--- src/design/ofdm_pkg.sv ---
`default_nettype none

package ofdm_pkg;

    localparam int NUM_SC = 64;
    localparam int SC_IDX_W = 6;
    localparam int IQ_W = 16;
    localparam int NUM_DATA_SC = 48;

    // bit 0 is DC, bits 1..26 are +1..+26, bits 38..63 are -26..-1
    localparam logic [NUM_SC-1:0] SC_MASK =
        64'b1111111111111111111111111100000000000111111111111111111111111110;
    // pilots at -7, -21, +21, +7
    localparam logic [NUM_SC-1:0] PILOT_MASK =
        64'b0000001000000000000010000000000000000000001000000000000010000000;
    localparam logic [NUM_SC-1:0] DATA_SC_MASK = SC_MASK ^ PILOT_MASK;

    // reference bit per subcarrier, a set bit means the LTS value is -1
    localparam logic [NUM_SC-1:0] LTS_REF =
        64'b0000101001100000010100110000000000000000010101100111110101001100;

    localparam int CONS_SCALE_SHIFT = 10;
    localparam int PROD_W = 34;
    localparam int QUO_W = PROD_W + CONS_SCALE_SHIFT;

    typedef struct packed {
        logic signed [IQ_W-1:0] i;
        logic signed [IQ_W-1:0] q;
    } iq_sample_t;

endpackage

`default_nettype wire
--- src/design/eq_ctrl_pkg.sv ---
`default_nettype none

package eq_ctrl_pkg;

    typedef enum logic [2:0] {
        S_LTS,
        S_WAIT_CHAN,
        S_ACCEPT,
        S_MULT,
        S_DIVIDE,
        S_OUTPUT
    } eq_state_t;

    localparam int DIV_LATENCY = ofdm_pkg::QUO_W + 1;

endpackage

`default_nettype wire

--- src/design/serial_divider.sv ---
`timescale 1ns/1ps
`default_nettype none

module serial_divider (
    input  wire logic                                clock,
    input  wire logic                                reset,
    input  wire logic                                start_i,
    input  wire logic signed [ofdm_pkg::QUO_W-1:0]   dividend_i,
    input  wire logic signed [ofdm_pkg::PROD_W-1:0]  divisor_i,
    output logic signed [ofdm_pkg::IQ_W-1:0]         quotient_o,
    output logic                                     busy_o,
    output logic                                     done_o
);
    import ofdm_pkg::*;
    import eq_ctrl_pkg::*;

    localparam int CNT_W = $clog2(DIV_LATENCY);

    logic [QUO_W-1:0]  quo;
    logic [PROD_W-1:0] dsr;
    logic [PROD_W:0]   rem;
    logic [PROD_W:0]   rem_shift;
    logic [CNT_W-1:0]  cnt;
    logic              negative;
    logic              zero_div;

    assign rem_shift = {rem[PROD_W-1:0], quo[QUO_W-1]};
    assign done_o    = busy_o && (cnt == '0);

    always_ff @(posedge clock) begin
        if (reset) begin
            busy_o <= 1'b0;
            cnt    <= '0;
        end else if (start_i) begin
            busy_o <= 1'b1;
            cnt    <= CNT_W'(DIV_LATENCY - 1);
        end else if (busy_o) begin
            if (cnt == '0) begin
                busy_o <= 1'b0;
            end else begin
                cnt <= cnt - 1'b1;
            end
        end
    end

    // restoring division on magnitudes, one quotient bit per cycle
    always_ff @(posedge clock) begin
        if (start_i) begin
            quo      <= dividend_i[QUO_W-1] ? QUO_W'(-dividend_i) : dividend_i;
            dsr      <= divisor_i[PROD_W-1] ? PROD_W'(-divisor_i) : divisor_i;
            rem      <= '0;
            negative <= dividend_i[QUO_W-1] ^ divisor_i[PROD_W-1];
            zero_div <= (divisor_i == '0);
        end else if (busy_o && cnt != '0) begin
            if (rem_shift >= {1'b0, dsr}) begin
                rem <= rem_shift - {1'b0, dsr};
                quo <= {quo[QUO_W-2:0], 1'b1};
            end else begin
                rem <= rem_shift;
                quo <= {quo[QUO_W-2:0], 1'b0};
            end
        end
    end

    // sign, then clamp to the sample range
    always_comb begin
        if (zero_div) begin
            quotient_o = '0;
        end else if (negative) begin
            if (quo > QUO_W'(2 ** (IQ_W - 1))) begin
                quotient_o = {1'b1, {(IQ_W-1){1'b0}}};
            end else begin
                quotient_o = -IQ_W'(quo);
            end
        end else if (quo > QUO_W'(2 ** (IQ_W - 1) - 1)) begin
            quotient_o = {1'b0, {(IQ_W-1){1'b1}}};
        end else begin
            quotient_o = IQ_W'(quo);
        end
    end

    assert property (@(posedge clock) disable iff (reset) busy_o |-> !start_i);

endmodule

`default_nettype wire

--- config.mk ---
export PLATFORM = sky130hd
export DESIGN_NAME = serial_divider
export DESIGN_NICKNAME = d
export VERILOG_FILES = /design/src/design/ofdm_pkg.sv /design/src/design/eq_ctrl_pkg.sv /design/src/design/serial_divider.sv
export SDC_FILE = /design/constraint.sdc
export NUM_CORES = 1
export LEC_CHECK = 0
export ABC_CLOCK_PERIOD_IN_PS = 10600
export BUFFER_PORTS_ARGS = -buffer_cell sky130_fd_sc_hd__buf_4
export CORE_MARGIN = 4
export CORE_UTILIZATION = 65
export DETAILED_ROUTE_END_ITERATION = 7
export PLACE_DENSITY_LB_ADDON = 0.05
export RECOVER_POWER = 50
export SETUP_SLACK_MARGIN = 0.1
export SYNTH_ARGS = -nofsm -noshare
export SYNTH_HDL_FRONTEND = slang
export SYNTH_SLANG_ARGS = --single-unit
--- constraint.sdc ---
create_clock -name clock -period 10.6 [get_ports clock]
set_clock_uncertainty 0.1 [all_clocks]
set_input_delay 0.53 -clock clock [delete_from_list [all_inputs] [get_ports clock]]
set_output_delay 0.53 -clock clock [all_outputs]
set_load 0.01 [all_outputs]
==> impl_metrics.py <==
metrics = {
    "cts": {
        "postCtsHoldBufs": 0,
        "cts_tree": "yes",
        "clk_latency_ns": 0.43,
        "ctsResizeCount": 0,
        "root_buffer": "clkbuf_16",
        "clock-sinks": 121,
        "clkSlewWorstSetupHoldPaths_ns": 0.06,
        "cts_buffers": 17,
        "post_cts_buffers": 0,
        "clockBufferDepth": 2,
        "htreeDepth": 4,
    },
    "yosys": {
        "async_flop_share_pct": 0,
        "yosysTopAreaCellShare_pct": 27.1,
        "synth_seq_cells": 121,
        "ys_seq_area_share_pct": 36.4,
        "synth_edf_count": 80,
        "syn-instance-count": 1050,
        "synth_commonest_cells": "115 x a21oi_1, 92 x nand2_1, 92 x nor2_1, 80 x edfxtp_1, 71 x o21ai_0",
        "synthesis.area_per_instance_um2": 8.44,
        "synth.area.top_cells": "edfxtp_1 27%, dfxtp_1 9.3%, a21oi_1 6.5%",
        "synth_nets": 1171,
        "synthFlopType": "edfxtp_1",
        "yosysWarnings": 0,
        "synth_cell_type_count": 70,
        "yosys.area.top_type": "edfxtp_1",
        "syn_area_mm2": 0.00886,
        "synth_most_common_cell": "a21oi_1",
    },
    "final_layout": {
        "area_growth_syn_to_layout_pct": 15.0,
        "drive_gt1_share_pct": 12.8,
        "final_nets": 1233,
        "diodes": 0,
        "nFillCells": 965,
    },
    "worst_setup_path": {
        "rr_worst_depth": 5,
        "crit_path_cell_trace": "clkbuf_1, clkbuf_1, clkbuf_1, nor2_1, a21oi_1",
        "crit_top_cell": "clkbuf_1",
        "critPathKind": "in2reg",
        "r2r-start": "cnt[3]",
        "crit_end": "quo[22]",
        "cp_max_fo": 79,
        "start_kind": "input port",
        "cp_slowest_cell": "clkbuf_1",
        "cp.arrival_ns": 6.00,
        "cp-startpoint": "start_i",
        "reg2reg_setup_slack_ns": 6.61,
        "cp.depth": 5,
        "cpPeakStageDelay_ns": 2.50,
        "path_delay_family": "buffers and inverters",
        "cp_num_buf_inv": 3,
        "required_ns": 10.74,
        "r2r-end": "quo[4]",
        "worstSetupEndpointType": "flop",
    },
    "die": {
        "die_w_um": 125,
        "fp-row-count": 42,
        "initial_utilization_pct": 66.6,
        "dieArea_mm2": 0.0156,
        "coreArea_mm2": 0.0133,
        "io-pin-count": 99,
        "die_h_um": 125,
    },
    "status": {
        "violations": "capacitance limit, slew limit",
        "status": "finished, violations left",
    },
    "grt": {
        "grt_antenna_before_repair": 0,
        "grt_use_total_pct": 28.5,
        "gr-total-overflow": 0,
        "grt_max_degree": 80,
        "grt_pass1_wl_um": 36400,
        "grt_pass1_vias": 7406,
    },
    "routing": {
        "vias": 8164,
        "ant_nets": 0,
        "drc": 0,
        "drt-initial-drc-count": 858,
        "drt-pass1-iter-count": 6,
        "finalWirelength_um": 22900,
        "routedWlPerCell_um": 17.6,
        "vias_per_cell": 6.28,
    },
    "pwr": {
        "clockPowerShare_pct": 36.2,
        "leakagePower_nw": 4.04,
        "switchingPower_mw": 0.521,
        "power_frac_comb_pct": 26.3,
        "ir_drop_mv": 0.113,
        "seq_power_share_pct": 37.6,
        "power_density_mw_per_mm2": 160,
        "internal-power_mw": 1.10,
        "switching_share_pct": 32.1,
    },
    "sta": {
        "slew_headroom_pct": -124,
        "min_period_ns": 5.86,
        "tightest_slew_ns": 3.36,
        "clock.fmax_mhz": 171,
        "grt_setup_unrepaired": "false",
        "slew_violations": 295,
        "tns_ns": 0,
        "hold_violations": 0,
        "fin_crit_sh_pct": 55.3,
        "setup_viol": 0,
        "holdWs_ns": 0.228,
    },
    "placement": {
        "portBuffers": 98,
        "gp_congestion": 0.935,
        "dp_hpwl_um": 15800,
    },
    "worst_hold_path": {
        "min_path_type": "in2reg",
    },
    "job": {
        "maxCapViolCount": 5,
    },
}
stage by stage:
| stage | instance area, um^2 | total power, mW | worst slack, ns | util [%] | instances |
|---|---|---|---|---|---|
| 2_1_floorplan | 8860 | 0.903 | 6.87 | - | 1050 |
| 3_3_place_gp | 9630 | 1.02 | 6.48 | 72.5 | 1269 |
| 3_5_place_dp | 9630 | 1.03 | 6.50 | 72.5 | 1269 |
| 4_1_cts | 10200 | 1.62 | 6.02 | 77.1 | 1301 |
| 5_1_grt | 10200 | 1.70 | 4.18 | 76.6 | 1301 |
| 6_report | 10200 | 1.63 | 4.74 | 76.6 | 1301 |
power groups by stage:
stage                     clock (mW)  sequential, mW  combinational (mW)
after floorplan                    0           0.598               0.305
after global placement             0           0.616               0.407
after detailed placement           0           0.616               0.415
after CTS                      0.590           0.608               0.422
after global routing           0.614           0.615               0.472
final                          0.588           0.611               0.427
logic make-up after synthesis:
| logic type | after synthesis | synth area share [%] |
|---|---|---|
| buf+inv | 117 | 5.04 |
| xor+xnor | 103 | 10.2 |
| mux | 7 | 0.805 |
| fa+ha+maj | 40 | 5.73 |
| flops | 121 | 36.4 |
| compound gates | 319 | 22.5 |
| simple gates | 343 | 19.4 |
layer usage:
layer | up-vias | share of wire (%) | GRT usage [%]
li1 | 3976 | - | -
met1 | 3872 | 45 | 40.0
met2 | 291 | 46 | 44.3
met3 | 25 | 8.1 | 7.38
met4 | 0 | 1.1 | 6.77
met5 | - | 0 | 0
cell type report:
class	count	area, um^2	area share (%)
Clock inverter	9	71.3	0.700
Inverter	56	210	2.06
Sequential cell	121	3220	31.6
Multi-Input combinational cell	812	5180	50.9
Tap cell	176	220	2.16
Clock buffer	23	543	5.33
Timing Repair Buffer	104	736	7.22
cell usage in the layout, fill, tap and decap left out, drive strengths merged, types with 18 or more instances in the layout:
master / count
xor2: 49
nand2: 92
nor2: 92
inv: 59
buf: 91
a21oi: 115
edfxtp: 80
a21o: 18
o21ai: 73
nand3: 21
dfxtp: 41
clkbuf: 36
nor3: 20
o31ai: 24
ha: 39
xnor2: 54
or3: 30
how the worst min path moves through the flow:
stage	start	cells after the start	slack (ns)	endpoint
CTS	divisor_i[0]	1	0.19	dsr[0]
finish	reset	2	0.23	cnt[3]
floorplan	rem[2]	2	0.35	rem[2]
detailed placement	rem[2]	2	0.38	rem[2]
global placement	rem[2]	2	0.37	rem[2]
global route	reset	2	0.23	busy_o
flip-flops by register name, indices dropped and copies added (netlist names):
name	count
dsr	34
negative	1
busy_o	1
rem	34
zero_div	1
quo	44
cnt	6
worst reg2reg max path: cells and delay by family (launching register included):
family	cells	cell delay, ns
buf+inv	1	0.88
flops	1	0.33
simple gates	4	1.96
(Power assumes the default switching activity.)
