### config.mk
export PLATFORM = sky130hd
export DESIGN_NAME = channel_estimator_flat
export DESIGN_NICKNAME = d
export VERILOG_FILES = /design/src/design/ofdm_pkg.sv /design/src/design/iq_stream_if.sv /design/src/design/channel_estimator.sv /design/src/flat_wrapper.sv
export SDC_FILE = /design/constraint.sdc
export NUM_CORES = 2
export LEC_CHECK = 0
export CORE_MARGIN = 5
export CORE_UTILIZATION = 55
export CTS_BUF_LIST = sky130_fd_sc_hd__clkbuf_2 sky130_fd_sc_hd__clkbuf_4 sky130_fd_sc_hd__clkbuf_8
export DETAILED_ROUTE_END_ITERATION = 8
export DONT_BUFFER_PORTS = 1
export PLACE_DENSITY_LB_ADDON = 0.08
export RECOVER_POWER = 50
export SETUP_SLACK_MARGIN = 0.2
export SYNTH_ARGS = -nofsm -noshare
export SYNTH_HDL_FRONTEND = slang
export SYNTH_SLANG_ARGS = --single-unit
### constraint.sdc
create_clock -name clock -period 12.4 [get_ports clock]
set_clock_uncertainty 0.15 [all_clocks]
set_input_delay 2.48 -clock clock [delete_from_list [all_inputs] [get_ports clock]]
set_output_delay 2.48 -clock clock [all_outputs]
set_load 0.02 [all_outputs]
### src/design/ofdm_pkg.sv
`default_nettype none

package ofdm_pkg;

    localparam int NUM_SC = 64;
    localparam int SC_IDX_W = 6;
    localparam int IQ_W = 16;
    localparam int NUM_DATA_SC = 48;

    // bit 0 is DC, bits 1..26 are +1..+26, bits 38..63 are -26..-1
    localparam logic [NUM_SC-1:0] SC_MASK =
        64'b1111111111111111111111111100000000000111111111111111111111111110;
    // pilots at -7, -21, +21, +7
    localparam logic [NUM_SC-1:0] PILOT_MASK =
        64'b0000001000000000000010000000000000000000001000000000000010000000;
    localparam logic [NUM_SC-1:0] DATA_SC_MASK = SC_MASK ^ PILOT_MASK;

    // reference bit per subcarrier, a set bit means the LTS value is -1
    localparam logic [NUM_SC-1:0] LTS_REF =
        64'b0000101001100000010100110000000000000000010101100111110101001100;

    localparam int CONS_SCALE_SHIFT = 10;
    localparam int PROD_W = 34;
    localparam int QUO_W = PROD_W + CONS_SCALE_SHIFT;

    typedef struct packed {
        logic signed [IQ_W-1:0] i;
        logic signed [IQ_W-1:0] q;
    } iq_sample_t;

endpackage

`default_nettype wire
### src/design/iq_stream_if.sv
`timescale 1ns/1ps
`default_nettype none

interface iq_stream_if;

    logic                 valid;
    logic                 ready;
    ofdm_pkg::iq_sample_t data;

    modport source (
        output valid,
        output data,
        input  ready
    );

    modport sink (
        input  valid,
        input  data,
        output ready
    );

endinterface

`default_nettype wire

### src/design/channel_estimator.sv
`timescale 1ns/1ps
`default_nettype none

module channel_estimator (
    input  wire logic                          clock,
    input  wire logic                          reset,
    input  wire logic                          flush_i,
    iq_stream_if.sink                          lts,
    input  wire logic [ofdm_pkg::SC_IDX_W-1:0] rd_index_i,
    output ofdm_pkg::iq_sample_t               chan_o,
    output logic                               chan_valid_o
);
    import ofdm_pkg::*;

    iq_sample_t ram [NUM_SC];

    logic [SC_IDX_W-1:0] wr_cnt;
    logic                second_pass;
    logic                complete;
    logic                accepting;
    logic                wr_en;
    iq_sample_t          stored;
    iq_sample_t          avg;
    iq_sample_t          wr_data;
    logic signed [IQ_W:0] sum_i;
    logic signed [IQ_W:0] sum_q;

    assign lts.ready    = accepting;
    assign chan_valid_o = complete;
    assign wr_en        = lts.valid && accepting;

    // average of both training symbols, sign fixed by the reference bit
    always_comb begin
        stored = ram[wr_cnt];
        sum_i  = stored.i + lts.data.i;
        sum_q  = stored.q + lts.data.q;
        avg.i  = sum_i[IQ_W:1];
        avg.q  = sum_q[IQ_W:1];
        if (LTS_REF[wr_cnt]) begin
            avg.i = -avg.i;
            avg.q = -avg.q;
        end
        wr_data = second_pass ? avg : lts.data;
    end

    always_ff @(posedge clock) begin
        if (wr_en) begin
            ram[wr_cnt] <= wr_data;
        end
        chan_o <= ram[rd_index_i];
    end

    always_ff @(posedge clock) begin
        if (reset) begin
            wr_cnt      <= '0;
            second_pass <= 1'b0;
            complete    <= 1'b0;
            accepting   <= 1'b0;
        end else if (flush_i) begin
            wr_cnt      <= '0;
            second_pass <= 1'b0;
            complete    <= 1'b0;
            accepting   <= 1'b1;
        end else begin
            if (wr_en) begin
                wr_cnt <= wr_cnt + 1'b1;
                if (wr_cnt == SC_IDX_W'(NUM_SC - 1)) begin
                    second_pass <= 1'b1;
                    if (second_pass) begin
                        complete  <= 1'b1;
                        accepting <= 1'b0;
                    end
                end
            end else if (!complete) begin
                accepting <= 1'b1;
            end
        end
    end

    // the controller stops sourcing training samples once the estimate is done
    assert property (@(posedge clock) disable iff (reset || flush_i)
        chan_valid_o |-> !lts.valid);

endmodule

`default_nettype wire

### src/flat_wrapper.sv
// flat-port wrapper written by rule: the top's interface ports become plain ports
module channel_estimator_flat import ofdm_pkg::*;
  (clock, reset, flush_i, rd_index_i, chan_o, chan_valid_o, lts_valid, lts_data, lts_ready);
  iq_stream_if lts_i ();
  input  wire logic clock;
  input  wire logic reset;
  input  wire logic flush_i;
  input  wire logic [ofdm_pkg::SC_IDX_W-1:0] rd_index_i;
  output ofdm_pkg::iq_sample_t chan_o;
  output logic chan_valid_o;
  input wire logic [$bits(lts_i.valid)-1:0] lts_valid;
  input wire logic [$bits(lts_i.data)-1:0] lts_data;
  output wire logic [$bits(lts_i.ready)-1:0] lts_ready;
  assign lts_i.valid = lts_valid;
  assign lts_i.data = lts_data;
  assign lts_ready = lts_i.ready;
  channel_estimator u_core (.clock(clock), .reset(reset), .flush_i(flush_i), .lts(lts_i), .rd_index_i(rd_index_i), .chan_o(chan_o), .chan_valid_o(chan_valid_o));
endmodule
==> flow_summary.json <==
{
  "fin_crit_ps": 8216,
  "synthesis.instances": 4395,
  "grt.total_usage_pct": 33.10,
  "viasPerCell": 7.479,
  "synthMuxAreaShare_pct": 30.83,
  "synth-simple-area-share_pct": 1.407,
  "ys_ff_latch": 2096,
  "antenna_found_initial": 37,
  "async_reset_ff_share_pct": 0,
  "maxSlewHeadroom_pct": -233.7,
  "min_path_type": "reg2reg",
  "firstDrtPassIters": 6,
  "clk_pin_slew_ps": 60,
  "synthDistinctLibCells": 66,
  "gp_congestion": 0.9103,
  "combPwrFrac_pct": 5.6,
  "route.detailed.drc": 0,
  "fin_cells": 7174,
  "rows": 154,
  "place_inst": 6519,
  "ir_drop_mv": 0.1202,
  "ctsHoldBuffers": 0,
  "cts_tree": "done",
  "grt_first_pass_wirelength_um": 421400,
  "worstPathArrival_ps": 8880,
  "p_int_uw": 11530,
  "period_share_pct": 66.26,
  "power.switching_uw": 3224,
  "clock_path_buffers": 4,
  "wire_per_inst_um": 42.60,
  "cp-end-kind": "flop",
  "grt_pass1_vias": 52880,
  "avgSynthCellArea_um2": 22.16,
  "fmaxAchievable_mhz": 121.7,
  "synth_enable_flop_cells": 2048,
  "cap_viol_max_count": 107,
  "start_kind": "flop",
  "cts_setup_buffers": 0,
  "crit_path_max_fanout": 115,
  "pwr-share-clk_pct": 41.3,
  "pwr-share-seq_pct": 53.1,
  "hpwl_um": 162000,
  "slew_viol_final": 2503,
  "numCtsBuffers": 361,
  "synth_top_family_by_area": "multiplexers",
  "crit_required_ps": 13060,
  "numClockSinks": 2096,
  "ys.flop_type": "edfxtp_1",
  "ys_seq_area_share_pct": 64.14,
  "syn2layout_area_growth_pct": 9.999,
  "core_area_mm2": 0.1761,
  "overflow": 0,
  "totalNegativeSetupSlack_ps": 0,
  "ant_nets": 0,
  "synth_xor_area_share_pct": 0.4857,
  "root_buffer": "clkbuf_8",
  "grt_setup_unrepaired": "false",
  "synthAdderAreaFrac_pct": 0.5037,
  "cts_resized": 0,
  "initial_core_util_pct": 55.29,
  "swShare_pct": 21.86,
  "layout-drive-gt1-share_pct": 41.26,
  "io_buffers": 0,
  "status": "complete, but fails checks",
  "drtIter0Drc": 8099,
  "critPathKind": "reg2reg",
  "vias": 53650,
  "fin_area_mm2": 0.1071,
  "synth_fp_nets": 4475,
  "violations": "max-capacitance violations, max-slew violations",
  "synth_area_mm2": 0.09738,
  "worstMarginPinSlew_ps": 5006,
  "die_w_um": 430.8,
  "die_area_mm2": 0.1856,
  "grt_max_degree": 513,
  "cts_max_level": 5,
  "io_pins": 76,
  "drt_wl_total_um": 305600,
  "yosysWarnings": 0,
  "post_dp_cell_area_mm2": 0.1008,
  "clk_latency_ps": 1110,
  "setup_viol_count_final": 0,
  "synth_compound_area_share_pct": 1.224,
  "dieHeight_um": 430.8,
  "power.leakage_uw": 0.03214,
  "hold_viol": 0,
  "powerDensity_mw_per_mm2": 137.7,
  "fin_nets": 4622
}
==> cell type report <==
| type | count | area (µm²) |
|---|---|---|
| clock buffers | 501 | 6170 |
| repair buffers | 118 | 762.0 |
| fillers | 12430 | 69000 |
| multi-input cells | 1940 | 33900 |
| flip-flops and latches | 2096 | 62480 |
| clock inverters | 119 | 685.7 |
| well taps | 2340 | 2928 |
| inverters | 25 | 103.9 |
| diodes | 35 | 87.58 |
==> worst paths after layout <==
path	startpoint	endpoint	slack, ps	cells after the start
setup reg to reg	flop	u_core.ram[37][30]$_DFFE_PP_	4180	20
setup / recovery	flop	u_core.ram[37][30]$_DFFE_PP_	4180	20
hold / removal	u_core.wr_cnt[2]$_SDFFE_PP0P_	u_core.wr_cnt[2]$_SDFFE_PP0P_	460	2
hold reg to reg	u_core.wr_cnt[2]$_SDFFE_PP0P_	u_core.wr_cnt[2]$_SDFFE_PP0P_	460	2
==> stage by stage <==
step | hold WS, ps | setup slack, ps | utilization (%) | total power, µW
finish | 460.6 | 4184 | 60.82 | 14750
global route | 489.3 | 3859 | 60.82 | 15200
CTS | 443.6 | 4382 | 61.14 | 14810
detailed placement | 429.2 | 4406 | 57.25 | 8775
global placement | 410.3 | 4447 | 57.25 | 8771
floorplan | 373.8 | 3795 | - | 8624
==> metal layers <==
| metal | wire [µm] | global-route usage [%] | vias up |
|---|---|---|---|
| met5 | 27 | 0 | - |
| met4 | 15460 | 14.97 | 4 |
| met3 | 38860 | 8.173 | 651 |
| met2 | 140300 | 49.05 | 4022 |
| met1 | 111000 | 47.49 | 29050 |
| li1 | - | - | 19930 |
==> power groups by stage <==
stage	registers [µW]	logic [µW]	clock network [µW]
finish	7830	820	6100
global route	7830	844	6520
CTS	7830	797	6180
detailed placement	7980	794	0
global placement	7980	791	0
floorplan	7980	646	0
==> layout by cell type, fill, tap and decap left out, types with 22 or more instances in the layout <==
| master | synthesis | routed |
|---|---|---|
| dfxtp_1 | 48 | 41 |
| a21oi_4 | 0 | 23 |
| ha_1 | 36 | 36 |
| clkinv_1 | 0 | 65 |
| o21ai_0 | 35 | 33 |
| edfxtp_1 | 2048 | 2048 |
| a21oi_1 | 50 | 27 |
| clkbuf_8 | 0 | 385 |
| nand3_1 | 22 | 22 |
| clkbuf_1 | 196 | 63 |
| clkinv_2 | 0 | 40 |
| mux4_2 | 1305 | 1305 |
| nand2_1 | 64 | 64 |
| buf_4 | 0 | 46 |
| mux2i_1 | 46 | 45 |
| nor2_1 | 131 | 123 |
| xnor2_1 | 26 | 26 |
| clkbuf_4 | 0 | 116 |
| xor2_1 | 28 | 28 |
| inv_1 | 23 | 23 |
| diode_2 | 0 | 35 |
==> critical path: stages (launching register included) <==
cell and delay [ps]:
dfxtp_4 1030, buf_12 600, buf_4 680, mux4_2 420, mux2i_1 190, a311oi_1 130
and3_1 290, nand2b_1 180, fa_1 440, a21oi_1 230, o21ai_0 170, a221oi_1 420
o21bai_1 130, xnor2_1 300, nand2_1 110, o21ai_1 260, nand4_1 240, o31ai_1 370
xnor2_1 160, a21oi_4 720, buf_4 470
==> state kept, by name (all words and copies together) (netlist names), named ones only <==
name / count
u_core.second_pass: 1
u_core.chan_valid_o: 1
u_core.chan_o: 32
u_core.ram: 2048
u_core.wr_cnt: 6
u_core.lts.ready: 1
==> cells by family (layout without fill, tap and decap cells) <==
logic type,Yosys count,after routing
AOI/OAI and AO/OA,185,185
xor gates and xnor gates,54,54
adders and majority gates,38,38
buffers and inverters,359,763
DFF,2096,2096
muxes,1366,1366
other,0,35
and+or+nand+nor,297,297
==> Yosys cell counts, drive strengths merged (13+ instances only) <==
master  number  share of area (%)
inv         25              0.096
buf        138               0.56
a31oi       15              0.096
and2        13              0.084
a21oi       50               0.26
dfxtp       48               0.99
mux2i       46               0.47
mux2        15               0.17
edfxtp    2048                 63
mux4      1305                 30
xor2        28               0.25
ha          36               0.46
xnor2       26               0.23
nand2       64               0.25
nand3       22               0.11
o21ai       40               0.21
nor2       131               0.50
clkbuf     196               0.76
No activity file was read; power rests on OpenSTA's default activity.
