`src/design/ofdm_pkg.sv`:
```
`default_nettype none

package ofdm_pkg;

    localparam int NUM_SC = 64;
    localparam int SC_IDX_W = 6;
    localparam int IQ_W = 16;
    localparam int NUM_DATA_SC = 48;

    // bit 0 is DC, bits 1..26 are +1..+26, bits 38..63 are -26..-1
    localparam logic [NUM_SC-1:0] SC_MASK =
        64'b1111111111111111111111111100000000000111111111111111111111111110;
    // pilots at -7, -21, +21, +7
    localparam logic [NUM_SC-1:0] PILOT_MASK =
        64'b0000001000000000000010000000000000000000001000000000000010000000;
    localparam logic [NUM_SC-1:0] DATA_SC_MASK = SC_MASK ^ PILOT_MASK;

    // reference bit per subcarrier, a set bit means the LTS value is -1
    localparam logic [NUM_SC-1:0] LTS_REF =
        64'b0000101001100000010100110000000000000000010101100111110101001100;

    localparam int CONS_SCALE_SHIFT = 10;
    localparam int PROD_W = 34;
    localparam int QUO_W = PROD_W + CONS_SCALE_SHIFT;

    typedef struct packed {
        logic signed [IQ_W-1:0] i;
        logic signed [IQ_W-1:0] q;
    } iq_sample_t;

endpackage

`default_nettype wire
```
`src/design/eq_ctrl_pkg.sv`:
```
`default_nettype none

package eq_ctrl_pkg;

    typedef enum logic [2:0] {
        S_LTS,
        S_WAIT_CHAN,
        S_ACCEPT,
        S_MULT,
        S_DIVIDE,
        S_OUTPUT
    } eq_state_t;

    localparam int DIV_LATENCY = ofdm_pkg::QUO_W + 1;

endpackage

`default_nettype wire

```
`src/design/iq_stream_if.sv`:
```
`timescale 1ns/1ps
`default_nettype none

interface iq_stream_if;

    logic                 valid;
    logic                 ready;
    ofdm_pkg::iq_sample_t data;

    modport source (
        output valid,
        output data,
        input  ready
    );

    modport sink (
        input  valid,
        input  data,
        output ready
    );

endinterface

`default_nettype wire

```
`src/design/equalizer_ctrl.sv`:
```
`timescale 1ns/1ps
`default_nettype none

module equalizer_ctrl (
    input  wire logic                               clock,
    input  wire logic                               reset,
    input  wire logic                               enable_i,
    input  wire logic                               in_valid_i,
    output logic                                    in_ready_o,
    input  wire ofdm_pkg::iq_sample_t               in_sample_i,
    iq_stream_if.source                             lts,
    input  wire logic                               chan_valid_i,
    output logic [ofdm_pkg::SC_IDX_W-1:0]           rd_index_o,
    input  wire ofdm_pkg::iq_sample_t               chan_i,
    output logic                                    mult_start_o,
    output ofdm_pkg::iq_sample_t                    mult_sample_o,
    output ofdm_pkg::iq_sample_t                    mult_chan_o,
    input  wire logic                               mult_done_i,
    input  wire logic signed [ofdm_pkg::PROD_W-1:0] prod_i_i,
    input  wire logic signed [ofdm_pkg::PROD_W-1:0] prod_q_i,
    input  wire logic signed [ofdm_pkg::PROD_W-1:0] mag_sq_i,
    output logic                                    div_start_o,
    output logic signed [ofdm_pkg::QUO_W-1:0]       dividend_i_o,
    output logic signed [ofdm_pkg::QUO_W-1:0]       dividend_q_o,
    output logic signed [ofdm_pkg::PROD_W-1:0]      divisor_o,
    input  wire logic                               div_done_i,
    input  wire logic signed [ofdm_pkg::IQ_W-1:0]   quotient_i_i,
    input  wire logic signed [ofdm_pkg::IQ_W-1:0]   quotient_q_i,
    output logic                                    flush_o,
    output logic                                    out_valid_o,
    input  wire logic                               out_ready_i,
    output ofdm_pkg::iq_sample_t                    out_sample_o,
    output logic                                    out_last_o
);
    import ofdm_pkg::*;
    import eq_ctrl_pkg::*;

    eq_state_t           state;
    logic                enable_d;
    logic [SC_IDX_W-1:0] sc_cnt;
    logic [SC_IDX_W-1:0] data_cnt;
    iq_sample_t          sample_q;
    logic                accept;

    // falling edge of enable restarts from the first training symbol
    assign flush_o = enable_d && !enable_i;

    assign lts.valid  = (state == S_LTS) && enable_i && in_valid_i && !chan_valid_i;
    assign lts.data   = in_sample_i;
    assign in_ready_o = enable_i && ((state == S_LTS) ? lts.ready : (state == S_ACCEPT));
    assign accept     = (state == S_ACCEPT) && enable_i && in_valid_i;

    assign rd_index_o    = sc_cnt;
    assign mult_start_o  = (state == S_WAIT_CHAN);
    assign mult_sample_o = sample_q;
    assign mult_chan_o   = chan_i;

    // product scaled up before the division by |h|^2
    assign div_start_o  = (state == S_MULT) && mult_done_i;
    assign dividend_i_o = {prod_i_i, {CONS_SCALE_SHIFT{1'b0}}};
    assign dividend_q_o = {prod_q_i, {CONS_SCALE_SHIFT{1'b0}}};
    assign divisor_o    = mag_sq_i;

    always_ff @(posedge clock) begin
        if (reset) begin
            enable_d <= 1'b0;
        end else begin
            enable_d <= enable_i;
        end
    end

    always_ff @(posedge clock) begin
        if (reset || flush_o) begin
            state       <= S_LTS;
            sc_cnt      <= '0;
            data_cnt    <= '0;
            out_valid_o <= 1'b0;
            out_last_o  <= 1'b0;
        end else begin
            case (state)
                S_LTS: begin
                    if (chan_valid_i) begin
                        state <= S_ACCEPT;
                    end
                end
                S_ACCEPT: begin
                    if (accept) begin
                        sc_cnt <= sc_cnt + 1'b1;
                        if (DATA_SC_MASK[sc_cnt]) begin
                            state <= S_WAIT_CHAN;
                        end
                    end
                end
                // channel read is on its way, multiply launches here
                S_WAIT_CHAN: state <= S_MULT;
                S_MULT: begin
                    if (mult_done_i) begin
                        state <= S_DIVIDE;
                    end
                end
                S_DIVIDE: begin
                    if (div_done_i) begin
                        out_valid_o <= 1'b1;
                        out_last_o  <= (data_cnt == SC_IDX_W'(NUM_DATA_SC - 1));
                        if (data_cnt == SC_IDX_W'(NUM_DATA_SC - 1)) begin
                            data_cnt <= '0;
                        end else begin
                            data_cnt <= data_cnt + 1'b1;
                        end
                        state <= S_OUTPUT;
                    end
                end
                S_OUTPUT: begin
                    if (out_ready_i) begin
                        out_valid_o <= 1'b0;
                        out_last_o  <= 1'b0;
                        state       <= S_ACCEPT;
                    end
                end
                default: state <= S_LTS;
            endcase
        end
    end

    always_ff @(posedge clock) begin
        if (accept) begin
            sample_q <= in_sample_i;
        end
        if ((state == S_DIVIDE) && div_done_i) begin
            out_sample_o <= {quotient_i_i, quotient_q_i};
        end
    end

    assert property (@(posedge clock) disable iff (reset || flush_o)
        out_valid_o && !out_ready_i |=> out_valid_o && $stable(out_sample_o));

endmodule

`default_nettype wire

```
`src/flat_wrapper.sv`:
```
// flat-port wrapper written by rule: the top's interface ports become plain ports
module equalizer_ctrl_flat import ofdm_pkg::*; import eq_ctrl_pkg::*;
  (clock, reset, enable_i, in_valid_i, in_ready_o, in_sample_i, chan_valid_i, rd_index_o, chan_i, mult_start_o, mult_sample_o, mult_chan_o, mult_done_i, prod_i_i, prod_q_i, mag_sq_i, div_start_o, dividend_i_o, dividend_q_o, divisor_o, div_done_i, quotient_i_i, quotient_q_i, flush_o, out_valid_o, out_ready_i, out_sample_o, out_last_o, lts_valid, lts_data, lts_ready);
  iq_stream_if lts_i ();
  input  wire logic clock;
  input  wire logic reset;
  input  wire logic enable_i;
  input  wire logic in_valid_i;
  output logic in_ready_o;
  input  wire ofdm_pkg::iq_sample_t in_sample_i;
  input  wire logic chan_valid_i;
  output logic [ofdm_pkg::SC_IDX_W-1:0] rd_index_o;
  input  wire ofdm_pkg::iq_sample_t chan_i;
  output logic mult_start_o;
  output ofdm_pkg::iq_sample_t mult_sample_o;
  output ofdm_pkg::iq_sample_t mult_chan_o;
  input  wire logic mult_done_i;
  input  wire logic signed [ofdm_pkg::PROD_W-1:0] prod_i_i;
  input  wire logic signed [ofdm_pkg::PROD_W-1:0] prod_q_i;
  input  wire logic signed [ofdm_pkg::PROD_W-1:0] mag_sq_i;
  output logic div_start_o;
  output logic signed [ofdm_pkg::QUO_W-1:0] dividend_i_o;
  output logic signed [ofdm_pkg::QUO_W-1:0] dividend_q_o;
  output logic signed [ofdm_pkg::PROD_W-1:0] divisor_o;
  input  wire logic div_done_i;
  input  wire logic signed [ofdm_pkg::IQ_W-1:0] quotient_i_i;
  input  wire logic signed [ofdm_pkg::IQ_W-1:0] quotient_q_i;
  output logic flush_o;
  output logic out_valid_o;
  input  wire logic out_ready_i;
  output ofdm_pkg::iq_sample_t out_sample_o;
  output logic out_last_o;
  output wire logic [$bits(lts_i.valid)-1:0] lts_valid;
  output wire logic [$bits(lts_i.data)-1:0] lts_data;
  input wire logic [$bits(lts_i.ready)-1:0] lts_ready;
  assign lts_valid = lts_i.valid;
  assign lts_data = lts_i.data;
  assign lts_i.ready = lts_ready;
  equalizer_ctrl u_core (.clock(clock), .reset(reset), .enable_i(enable_i), .in_valid_i(in_valid_i), .in_ready_o(in_ready_o), .in_sample_i(in_sample_i), .lts(lts_i), .chan_valid_i(chan_valid_i), .rd_index_o(rd_index_o), .chan_i(chan_i), .mult_start_o(mult_start_o), .mult_sample_o(mult_sample_o), .mult_chan_o(mult_chan_o), .mult_done_i(mult_done_i), .prod_i_i(prod_i_i), .prod_q_i(prod_q_i), .mag_sq_i(mag_sq_i), .div_start_o(div_start_o), .dividend_i_o(dividend_i_o), .dividend_q_o(dividend_q_o), .divisor_o(divisor_o), .div_done_i(div_done_i), .quotient_i_i(quotient_i_i), .quotient_q_i(quotient_q_i), .flush_o(flush_o), .out_valid_o(out_valid_o), .out_ready_i(out_ready_i), .out_sample_o(out_sample_o), .out_last_o(out_last_o));
endmodule
```
`config.mk`:
```
export PLATFORM = sky130hd
export DESIGN_NAME = equalizer_ctrl_flat
export DESIGN_NICKNAME = d
export VERILOG_FILES = /design/src/design/ofdm_pkg.sv /design/src/design/eq_ctrl_pkg.sv /design/src/design/iq_stream_if.sv /design/src/design/equalizer_ctrl.sv /design/src/flat_wrapper.sv
export SDC_FILE = /design/constraint.sdc
export NUM_CORES = 1
export LEC_CHECK = 0
export BUFFER_PORTS_ARGS = -buffer_cell sky130_fd_sc_hd__buf_2
export CORE_AREA = 2 2 183 185
export DETAILED_ROUTE_END_ITERATION = 8
export DIE_AREA = 0 0 185 187
export PLACE_DENSITY_LB_ADDON = 0.15
export SLEW_MARGIN = 20
export SYNTH_ARGS = -nofsm -noshare
export SYNTH_HDL_FRONTEND = slang
export SYNTH_SLANG_ARGS = --single-unit
```
`constraint.sdc`:
```
create_clock -name clock -period 3.91 [get_ports clock]
set_input_delay 0.5865 -clock clock [delete_from_list [all_inputs] [get_ports clock]]
set_output_delay 0.5865 -clock clock [all_outputs]
set_load 0.01 [all_outputs]
```
==> run_results.csv, run 1 <==
group,metric,value,unit
logic_synthesis,synthMuxAreaShare,1.15,%
timing,worst_slew_pin_slew,0.505,ns
clock_tree,clk_latency,0.34,ns
global_routing,grtUsageMet2,14.9,%
placed_design,dpl.hpwl,13800,µm
finish,fillers,3706,
finish,final_common_cell,"buf_2",
route,dr.pass1.iters,4,
timing,rsz0062_at_grt,"no",
timing,fin_crit,2.61,ns
floorplanning,die_h,187,µm
worst_setup_path,worst-setup-path-type,"reg2reg",
logic_synthesis,synth_top_family_by_area,"buffers and inverters",
logic_synthesis,synth_area_leaders,"edfxtp_1 43%, buf_4 31%, dfxtp_1 8.5%",
logic_synthesis,yosysTopAreaCell,"edfxtp_1",
worst_setup_path,r2r_slack,1.30,ns
timing,fmax,383,MHz
timing,maxSlewHeadroom,66.3,%
power_and_ir_drop,totalPowerFinal,1.96,mW
logic_synthesis,synth-main-ff-cell,"edfxtp_1",
logic_synthesis,ys_ff_latch,83,
finish,final_area,4870,µm²
finish,multi_input_area,787,µm²
logic_synthesis,synth_compound_area_share,3.78,%
timing,hold_viol_final,0,
route,drc,0,
route,vias_per_cell,3.10,
route,final_antenna_net_count,0,
clock_tree,hold_buffers,0,
placed_design,numPortBuffers,181,
global_routing,antenna_found_initial,1,
global_routing,met3_usage,9.44,%
logic_synthesis,yosys.area.top_type_share,43.0,%
logic_synthesis,seq_area_frac_synth,51.5,%
logic_synthesis,syn_area,4470,µm²
floorplanning,dieArea,34600,µm²
timing,fin_crit_sh,66.7,%
finish,drive_gt1_share,48.6,%
run_status,status,"finished, final reports clean",
route,finalWirelength,16100,µm
timing,setup_viol,0,
clock_tree,clock-sinks,83,
placed_design,place_area,4600,µm²
logic_synthesis,ys_types,45,
route,routed-via-count,2696,
logic_synthesis,synthSimpleGateAreaFrac,8.93,%
route,wl_per_cell,18.5,µm
global_routing,grt.busiest_layer,"met2",
worst_setup_path,cp-startpoint,"u_core.state[1]",
global_routing,grt_pass1_wl,20900,µm
logic_synthesis,synth-async-reset-ratio,0,%
clock_tree,cts_tree,"done",
worst_setup_path,critPathLaunchType,"flop",
worst_setup_path,cp.arrival,2.89,ns
run,max_cap_violations,0,
worst_setup_path,reg2reg_from,"u_core.state[1]",
logic_synthesis,synth-xor-area-share,1.37,%
finish,final_cell_mix,"181 x buf_2, 64 x edfxtp_1, 20 x conb_1",
logic_synthesis,ys_warn_count,0,
clock_tree,cts-root-buf,"clkbuf_16",
timing,finalSetupTns,0,ns
global_routing,grtUsageMet1,5.73,%
clock_tree,postCtsSetupBuffers,0,
clock_tree,numCtsBuffers,9,
finish,syn_to_final_growth,9.01,%
floorplanning,initial_core_util,13.6,%
floorplanning,coreArea,32900,µm²
floorplanning,pin_count,470,
logic_synthesis,synth_cells,396,
worst_setup_path,critical_path_required,4.19,ns
finish,utilization,14.8,%
finish,final-seq-area,2300,µm²
finish,nets,626,
power_and_ir_drop,cellPowerDensity,403,nW/µm²
timing,finalClockSkew,0.00960,ns
power_and_ir_drop,p_leak,1.94,nW
worst_setup_path,reg2reg_depth,6,
timing,drv_slew,0,
worst_setup_path,worstSetupEndpointType,"flop",
logic_synthesis,synth_fa_ha_area_share,0.560,%
floorplanning,fp-row-count,67,
logic_synthesis,avgSynthCellArea,11.3,µm²
placed_design,routabilityCongestion,0.806,
finish,diodes,0,
worst_hold_path,min_path_type,"in2reg",
global_routing,gr-total-overflow,0,
worst_setup_path,crit_fanout,13,
clock_tree,clkTransAtPathRegs,0.07,ns
power_and_ir_drop,peakVddDrop,0.000149,V
clock_tree,max-clock-path-buffers,2,
route,drtIter0Drc,146,
clock_tree,cts_resized,0,
floorplanning,die_w,185,µm
global_routing,track_usage,8.73,%
timing,hold_slack,0.417,ns
clock_tree,h-tree-depth,3,
global_routing,grt_max_degree,39,
logic_synthesis,synth-edff-count,64,
global_routing,grt_pass1_vias,2571,
[power breakdown]
part	switching [mW]	internal [mW]	total, mW	leakage (nW)
logic	0.113	0.0777	0.190	1.09
clock network	0.350	0.430	0.780	0.125
registers	0.0194	0.975	0.994	0.731
total	0.482	1.48	1.96	1.94
[cell usage after synthesis (2+ instances only)]
| cell type | n |
|---|---|
| a211o_1 | 2 |
| a21oi_1 | 9 |
| buf_4 | 186 |
| clkbuf_1 | 4 |
| dfxtp_1 | 19 |
| edfxtp_1 | 64 |
| ha_1 | 2 |
| inv_1 | 9 |
| mux2i_1 | 4 |
| nand2_1 | 15 |
| nand2b_1 | 2 |
| nand3_1 | 7 |
| nand3b_1 | 2 |
| nand4_1 | 4 |
| nor2_1 | 14 |
| nor2b_1 | 3 |
| nor3_1 | 7 |
| nor4b_1 | 3 |
| o21ai_0 | 6 |
| or3_1 | 4 |
| xnor2_1 | 3 |
| xor2_1 | 4 |
[per-layer routing]
metal / vias up / wire (µm) / part of all wire (%)
li1: 1180 / - / -
met1: 1151 / 3930 / 24
met2: 333 / 7740 / 48
met3: 32 / 3980 / 25
met4: 0 / 455 / 2.8
met5: - / 0 / 0
[flip-flops by register name (all words and copies together) (netlist names), named ones only]
name and cells:
u_core.out_last_o 1, u_core.enable_d 1, u_core.data_cnt 6, u_core.out_sample_o 32, u_core.rd_index_o 6, u_core.state 3
u_core.out_valid_o 1, u_core.mult_sample_o 32
[how the worst min path moves through the flow]
stage | startpoint | endpoint | slack, ns | cells after the start
2_1_floorplan | u_core.data_cnt[5] | u_core.data_cnt[5] | 0.47 | 2
3_3_place_gp | u_core.out_valid_o | u_core.out_valid_o | 0.48 | 2
3_5_place_dp | u_core.out_valid_o | u_core.out_valid_o | 0.48 | 2
4_1_cts | quotient_q_i[11] | u_core.out_sample_o[11] | 0.39 | 1
5_1_grt | quotient_i_i[12] | u_core.out_sample_o[28] | 0.40 | 1
6_report | quotient_q_i[11] | u_core.out_sample_o[11] | 0.42 | 1
[area by class of cell]
| type | instances | share of cell area [%] |
|---|---|---|
| clock buffer | 10 | 4.70 |
| clock inverter | 6 | 0.847 |
| inverter | 9 | 0.693 |
| multi-input combinational | 131 | 16.1 |
| sequential | 83 | 47.2 |
| tap | 448 | 11.5 |
| timing repair buffer | 183 | 18.9 |
[cells by family (layout without fill, tap and decap cells)]
kind of cell	after synthesis	after routing
AOI/OAI and AO/OA	26	26
xor gates and xnor gates	7	7
and+or+nand+nor	71	71
DFF	83	83
adders and majority gates	2	2
muxes	5	5
buffers and inverters	201	208
other	1	20
[critical path, cell delays in order (launching register included)]
cell and delay, ns:
dfxtp_1 0.60, or3b_4 0.52, nor4_4 0.35, mux2i_1 0.32, o311ai_1 0.15, a222oi_1 0.39, o311a_1 0.21
[stage by stage]
step | std cells | setup slack [ns]
2_1_floorplan | 415 | 0.697
3_3_place_gp | 854 | 1.42
3_5_place_dp | 854 | 1.37
4_1_cts | 870 | 1.36
5_1_grt | 870 | 1.16
6_report | 870 | 1.30
No activity file was read; power rests on OpenSTA's default activity.
==> inputs of run 2 (changes only) <==
- clock period: 3.91 -> 2.21 ns (I/O delays scaled with it)
==> run 2 against run 1 <==
Core utilization up 0.43 points. Register-to-register slack lost 1.2 ns. Clock power is 110% higher. Maximum frequency increased by 26%. Cell area grew 2.9%. Largest cell class unchanged.
==> run_results.csv, run 2 (synthesis results as in run 1) <==
group,metric,value,unit
floorplanning,dieArea,34600,µm²
worst_setup_path,cp.arrival,2.31,ns
global_routing,grtUsageMet2,16.6,%
worst_setup_path,critical_path_required,2.44,ns
route,vias_per_cell,3.09,
floorplanning,die_w,185,µm
finish,drive_gt1_share,50.9,%
power_and_ir_drop,peakVddDrop,0.000317,V
route,finalWirelength,16900,µm
global_routing,grtUsageMet1,5.62,%
finish,final_common_cell,"buf_2",
route,dr.pass1.iters,4,
worst_hold_path,hold_depth,1,
finish,syn_to_final_growth,12.2,%
finish,final-seq-area,2300,µm²
worst_setup_path,r2r_slack,0.13,ns
worst_setup_path,critPathLaunchType,"flop",
power_and_ir_drop,p_leak,2.02,nW
finish,multi_input_area,795,µm²
worst_setup_path,max_stage_delay,0.48,ns
finish,final_cell_mix,"181 x buf_2, 64 x edfxtp_1, 20 x conb_1",
placed_design,place_area,4690,µm²
route,drtIter0Drc,168,
run_status,status,"finished, final reports clean",
clock_tree,clock-sinks,83,
clock_tree,clk_latency,0.35,ns
finish,fillers,3707,
finish,final_area,5020,µm²
power_and_ir_drop,cellPowerDensity,748,nW/µm²
clock_tree,cts-root-buf,"clkbuf_16",
worst_hold_path,min_path_type,"in2reg",
global_routing,track_usage,9.32,%
timing,rsz0062_at_grt,"no",
clock_tree,cts_tree,"done",
clock_tree,numCtsBuffers,9,
floorplanning,pin_count,470,
worst_setup_path,crit_fanout,7,
clock_tree,h-tree-depth,3,
global_routing,met3_usage,10.4,%
run,max_cap_violations,0,
clock_tree,max-clock-path-buffers,2,
global_routing,antenna_found_initial,1,
timing,hold_viol_final,0,
global_routing,grt.busiest_layer,"met2",
clock_tree,clkTransAtPathRegs,0.07,ns
route,routed-via-count,2720,
floorplanning,fp-row-count,67,
floorplanning,initial_core_util,13.6,%
worst_setup_path,worst-setup-path-type,"reg2reg",
floorplanning,coreArea,32900,µm²
clock_tree,postCtsSetupBuffers,0,
worst_hold_path,min-delay-start,"quotient_q_i[5]",
clock_tree,cts_resized,0,
placed_design,numPortBuffers,181,
global_routing,grt_pass1_vias,2649,
route,wl_per_cell,19.2,µm
placed_design,routabilityCongestion,0.840,
timing,fmax,482,MHz
worst_hold_path,whs_endpoint,"u_core.out_sample_o[5]",
route,final_antenna_net_count,0,
placed_design,dpl.hpwl,14900,µm
floorplanning,die_h,187,µm
timing,finalClockSkew,0.0137,ns
global_routing,gr-total-overflow,0,
finish,nets,636,
worst_setup_path,worstSetupEndpointType,"flop",
timing,setup_ws,0.134,ns
placed_design,post-place-ws,0.113,ns
worst_setup_path,reg2reg_depth,6,
timing,setup_viol,0,
worst_setup_path,reg2reg_from,"u_core.rd_index_o[0]",
worst_setup_path,crit_chain,"ha_1, nand3b_1, or3_1, o311ai_1, a222oi_1, o311a_1",
global_routing,grt_max_degree,28,
clock_tree,hold_buffers,0,
route,drc,0,
global_routing,grt_pass1_wl,22000,µm
worst_setup_path,critPathSlowestCell,"dfxtp_1",
timing,fin_crit_sh,93.9,%
timing,drv_slew,0,
timing,fin_crit,2.08,ns
[run 2: cell types whose count changed in the layout (fill, tap and decap cells not counted), moves of 2 or more]
| cell | before | now |
|---|---|---|
| inv_6 | 1 | 3 |
| clkinvlp_4 | 3 | 1 |
| bufinv_16 | 0 | 2 |
| nand2_2 | 0 | 2 |
| buf_4 | 2 | 12 |
| nand2_1 | 15 | 13 |
[run 2: area by class of cell]
type / instances / share of cell area, %
timing repair buffer: 193 / 19.9
clock buffer: 9 / 4.49
sequential: 83 / 45.9
tap: 448 / 11.2
inverter: 9 / 0.748
clock inverter: 7 / 1.92
multi-input combinational: 131 / 15.8
antenna: 1 / 0.0499
[run 2: critical path: cells and delay by family (launching register included)]
kind / cells / cell delay, ns
adders and majority gates: 1 / 0.33
and+or+nand+nor: 2 / 0.56
DFF: 1 / 0.48
AOI/OAI and AO/OA: 3 / 0.58
[run 2: routing by layer]
layer,part of all wire [%],vias to the layer above,wire [µm]
li1,-,1200,-
met1,22,1193,3720
met2,52,304,8700
met3,25,21,4170
met4,1.5,2,257
met5,0.23,-,39
[run 2: per-stage QoR]
step | util, % | hold WS, ns | power, mW | setup TNS (ns) | cells
detailed placement | 14.3 | 0.469 | 2.16 | 0 | 864
floorplan | - | 0.403 | 2.29 | -0.664 | 415
CTS | 15.3 | 0.129 | 3.84 | 0 | 880
global placement | 14.3 | 0.477 | 2.16 | 0 | 864
global route | 15.3 | 0.133 | 3.93 | 0 | 880
finish | 15.3 | 0.157 | 3.75 | 0 | 881
[run 2: power by group]
part / internal [mW] / total [mW] / leakage [nW] / switching, mW
Combinational: 0.157 / 0.384 / 1.13 / 0.227
Sequential: 1.72 / 1.74 / 0.732 / 0.0130
Clock: 0.998 / 1.63 / 0.161 / 0.635
[run 2: worst max-delay path by stage]
stage                         startpoint            endpoint  slack (ns)  cells after the start
floorplan                u_core.state[2]  u_core.data_cnt[5]       -0.18                      6
global placement                enable_i                flop        0.11                      7
detailed placement              enable_i                flop        0.11                      7
CTS                      u_core.state[0]                flop        0.11                      6
global route        u_core.rd_index_o[0]                flop       0.005                      6
finish              u_core.rd_index_o[0]                flop        0.13                      6
==> inputs of run 3 (changes only) <==
- CTS_BUF_LIST: unset -> sky130_fd_sc_hd__clkbuf_4
==> run 3 against run 2 <==
Core utilization up 1.2 points. Clock skew grew 0.017 ns. Flip-flop and latch count unchanged. Maximum frequency grew 0.36%. Largest cell class unchanged. Worst setup slack improved by 0.0074 ns. Register-to-register slack about the same.
==> run_results.csv, run 3 (synthesis results as in run 1) <==
group,metric,value,unit
run_status,status,"finished, final reports clean",
worst_setup_path,critPathLaunchType,"flop",
clock_tree,h-tree-depth,3,
timing,finalSetupTns,0,ns
worst_hold_path,min-delay-start,"in_sample_i[24]",
finish,drive_gt1_share,45.4,%
placed_design,place_inst,864,
global_routing,gr-total-overflow,0,
floorplanning,pin_count,470,
timing,drv_slew,0,
floorplanning,initial_core_util,13.6,%
clock_tree,clk_latency,0.47,ns
finish,final_cell_mix,"181 x buf_2, 64 x edfxtp_1, 55 x dlygate4sd3_1",
worst_setup_path,worstSetupEndpointType,"flop",
clock_tree,cts-root-buf,"clkbuf_4",
power_and_ir_drop,cellPowerDensity,599,nW/µm²
timing,hold_viol_final,0,
finish,final_area,5410,µm²
global_routing,grt_pass1_wl,22900,µm
route,wl_per_cell,18.7,µm
route,vias_per_cell,3.14,
route,drtIter0Drc,181,
global_routing,track_usage,9.62,%
clock_tree,postCtsSetupBuffers,0,
clock_tree,max-clock-path-buffers,2,
route,dr.pass1.iters,4,
global_routing,grt_pass1_vias,2893,
timing,hold_slack,0.0693,ns
placed_design,routabilityCongestion,0.840,
route,finalWirelength,17500,µm
floorplanning,coreArea,32900,µm²
finish,fillers,3680,
worst_setup_path,reg2reg_from,"u_core.state[0]",
floorplanning,die_h,187,µm
power_and_ir_drop,power.share.sequential,53.6,%
worst_setup_path,cp_top_family,"simple AND/OR/NAND/NOR gates",
worst_setup_path,max_stage_delay,0.48,ns
clock_tree,cts_tree,"done",
timing,fin_crit_sh,93.6,%
worst_setup_path,cp.arrival,2.44,ns
global_routing,antenna_found_initial,1,
floorplanning,fp-row-count,67,
placed_design,post-place-ws,0.113,ns
finish,syn_to_final_growth,21.0,%
worst_setup_path,r2r_slack,0.14,ns
clock_tree,clock-sinks,83,
clock_tree,clkTransAtPathRegs,0.15,ns
power_and_ir_drop,peakVddDrop,0.000270,V
floorplanning,dieArea,34600,µm²
power_and_ir_drop,power.switching,0.829,mW
worst_hold_path,hold_depth,1,
timing,fmax,483,MHz
power_and_ir_drop,p_leak,2.18,nW
timing,rsz0062_at_grt,"no",
route,routed-via-count,2935,
worst_setup_path,critical_path_buf_inv_count,1,
placed_design,numPortBuffers,181,
worst_hold_path,min_path_type,"in2reg",
finish,final_common_cell,"buf_2",
power_and_ir_drop,swShare,25.6,%
route,final_antenna_net_count,0,
floorplanning,die_w,185,µm
worst_setup_path,critPathSlowestCell,"or4_4",
worst_hold_path,whs_endpoint,"u_core.mult_sample_o[24]",
worst_setup_path,reg2reg_depth,7,
power_and_ir_drop,internal-power,2.41,mW
route,drc,0,
power_and_ir_drop,combPwrFrac,14.3,%
timing,fin_crit,2.07,ns
power_and_ir_drop,power.share.clock,32.1,%
worst_setup_path,worst-setup-path-type,"reg2reg",
worst_setup_path,crit_chain,"or3b_4, buf_4, or4_4, a21oi_2, a211o_1, nand3_1, o311a_1",
timing,setup_ws,0.141,ns
placed_design,dpl.hpwl,14900,µm
timing,setup_viol,0,
run,max_cap_violations,0,
placed_design,place_area,4690,µm²
finish,fin_cells,936,
worst_setup_path,crit_fanout,10,
worst_setup_path,cp.depth,7,
global_routing,grt_max_degree,28,
clock_tree,numCtsBuffers,9,
worst_setup_path,critical_path_required,2.58,ns
finish,nets,691,
timing,finalClockSkew,0.0304,ns
run 3: cell count changes in the layout (fill, tap and decap cells not counted), sizes merged:
| cell | previous run | this run |
|---|---|---|
| dlygate4sd3 | 0 | 55 |
run 3: cell type report:
cell class	instances	area, µm²	share of cell area, %
tap	448	561	10.4
clock inverter	7	96.3	1.78
clock buffer	9	67.6	1.25
sequential	83	2300	42.6
antenna	1	2.50	0.0463
inverter	9	37.5	0.694
multi-input combinational	131	795	14.7
timing repair buffer	248	1550	28.6
run 3: worst max path at each step:
stage	start	to	slack, ns
global placement	enable_i	flop	0.11
CTS	u_core.state[1]	in_ready_o	0.08
floorplan	u_core.state[2]	u_core.data_cnt[5]	-0.18
global route	u_core.rd_index_o[1]	flop	0.03
finish	u_core.state[0]	flop	0.14
detailed placement	enable_i	flop	0.11
run 3: per-stage QoR:
step           util, %  total power [mW]
3_5_place_dp      14.3              2.16
2_1_floorplan        -              2.29
5_1_grt           16.5              3.42
4_1_cts           16.5              3.32
3_3_place_gp      14.3              2.16
6_report          16.5              3.24
run 3: power by group through the flow:
stage               combinational (mW)  clock (mW)  sequential (mW)
CTS                              0.467        1.11             1.74
floorplan                        0.498           0             1.79
detailed placement               0.390           0             1.77
global placement                 0.393           0             1.77
global route                     0.511        1.17             1.74
finish                           0.462        1.04             1.74
run 3: per-layer routing:
| layer | wire [µm] | global-route usage, % |
|---|---|---|
| met1 | 4020 | 5.93 |
| met2 | 9030 | 17.5 |
| met3 | 4130 | 10.4 |
| met4 | 266 | 3.11 |
| met5 | 39 | 0.714 |
run 3: worst register-to-register path: cells and delay by family, from the launching register on:
| kind | cells | cell delay (ns) |
|---|---|---|
| flops | 1 | 0.34 |
| simple gates | 3 | 0.96 |
| compound gates | 3 | 0.47 |
| buf+inv | 1 | 0.18 |
run 3: what timing repair did:
action / in CTS / in global routing
gates resized for setup: 0 / 1
hold endpoints to repair: 55 / 0
setup endpoints to repair: 0 / 1
hold buffers: 55 / 0
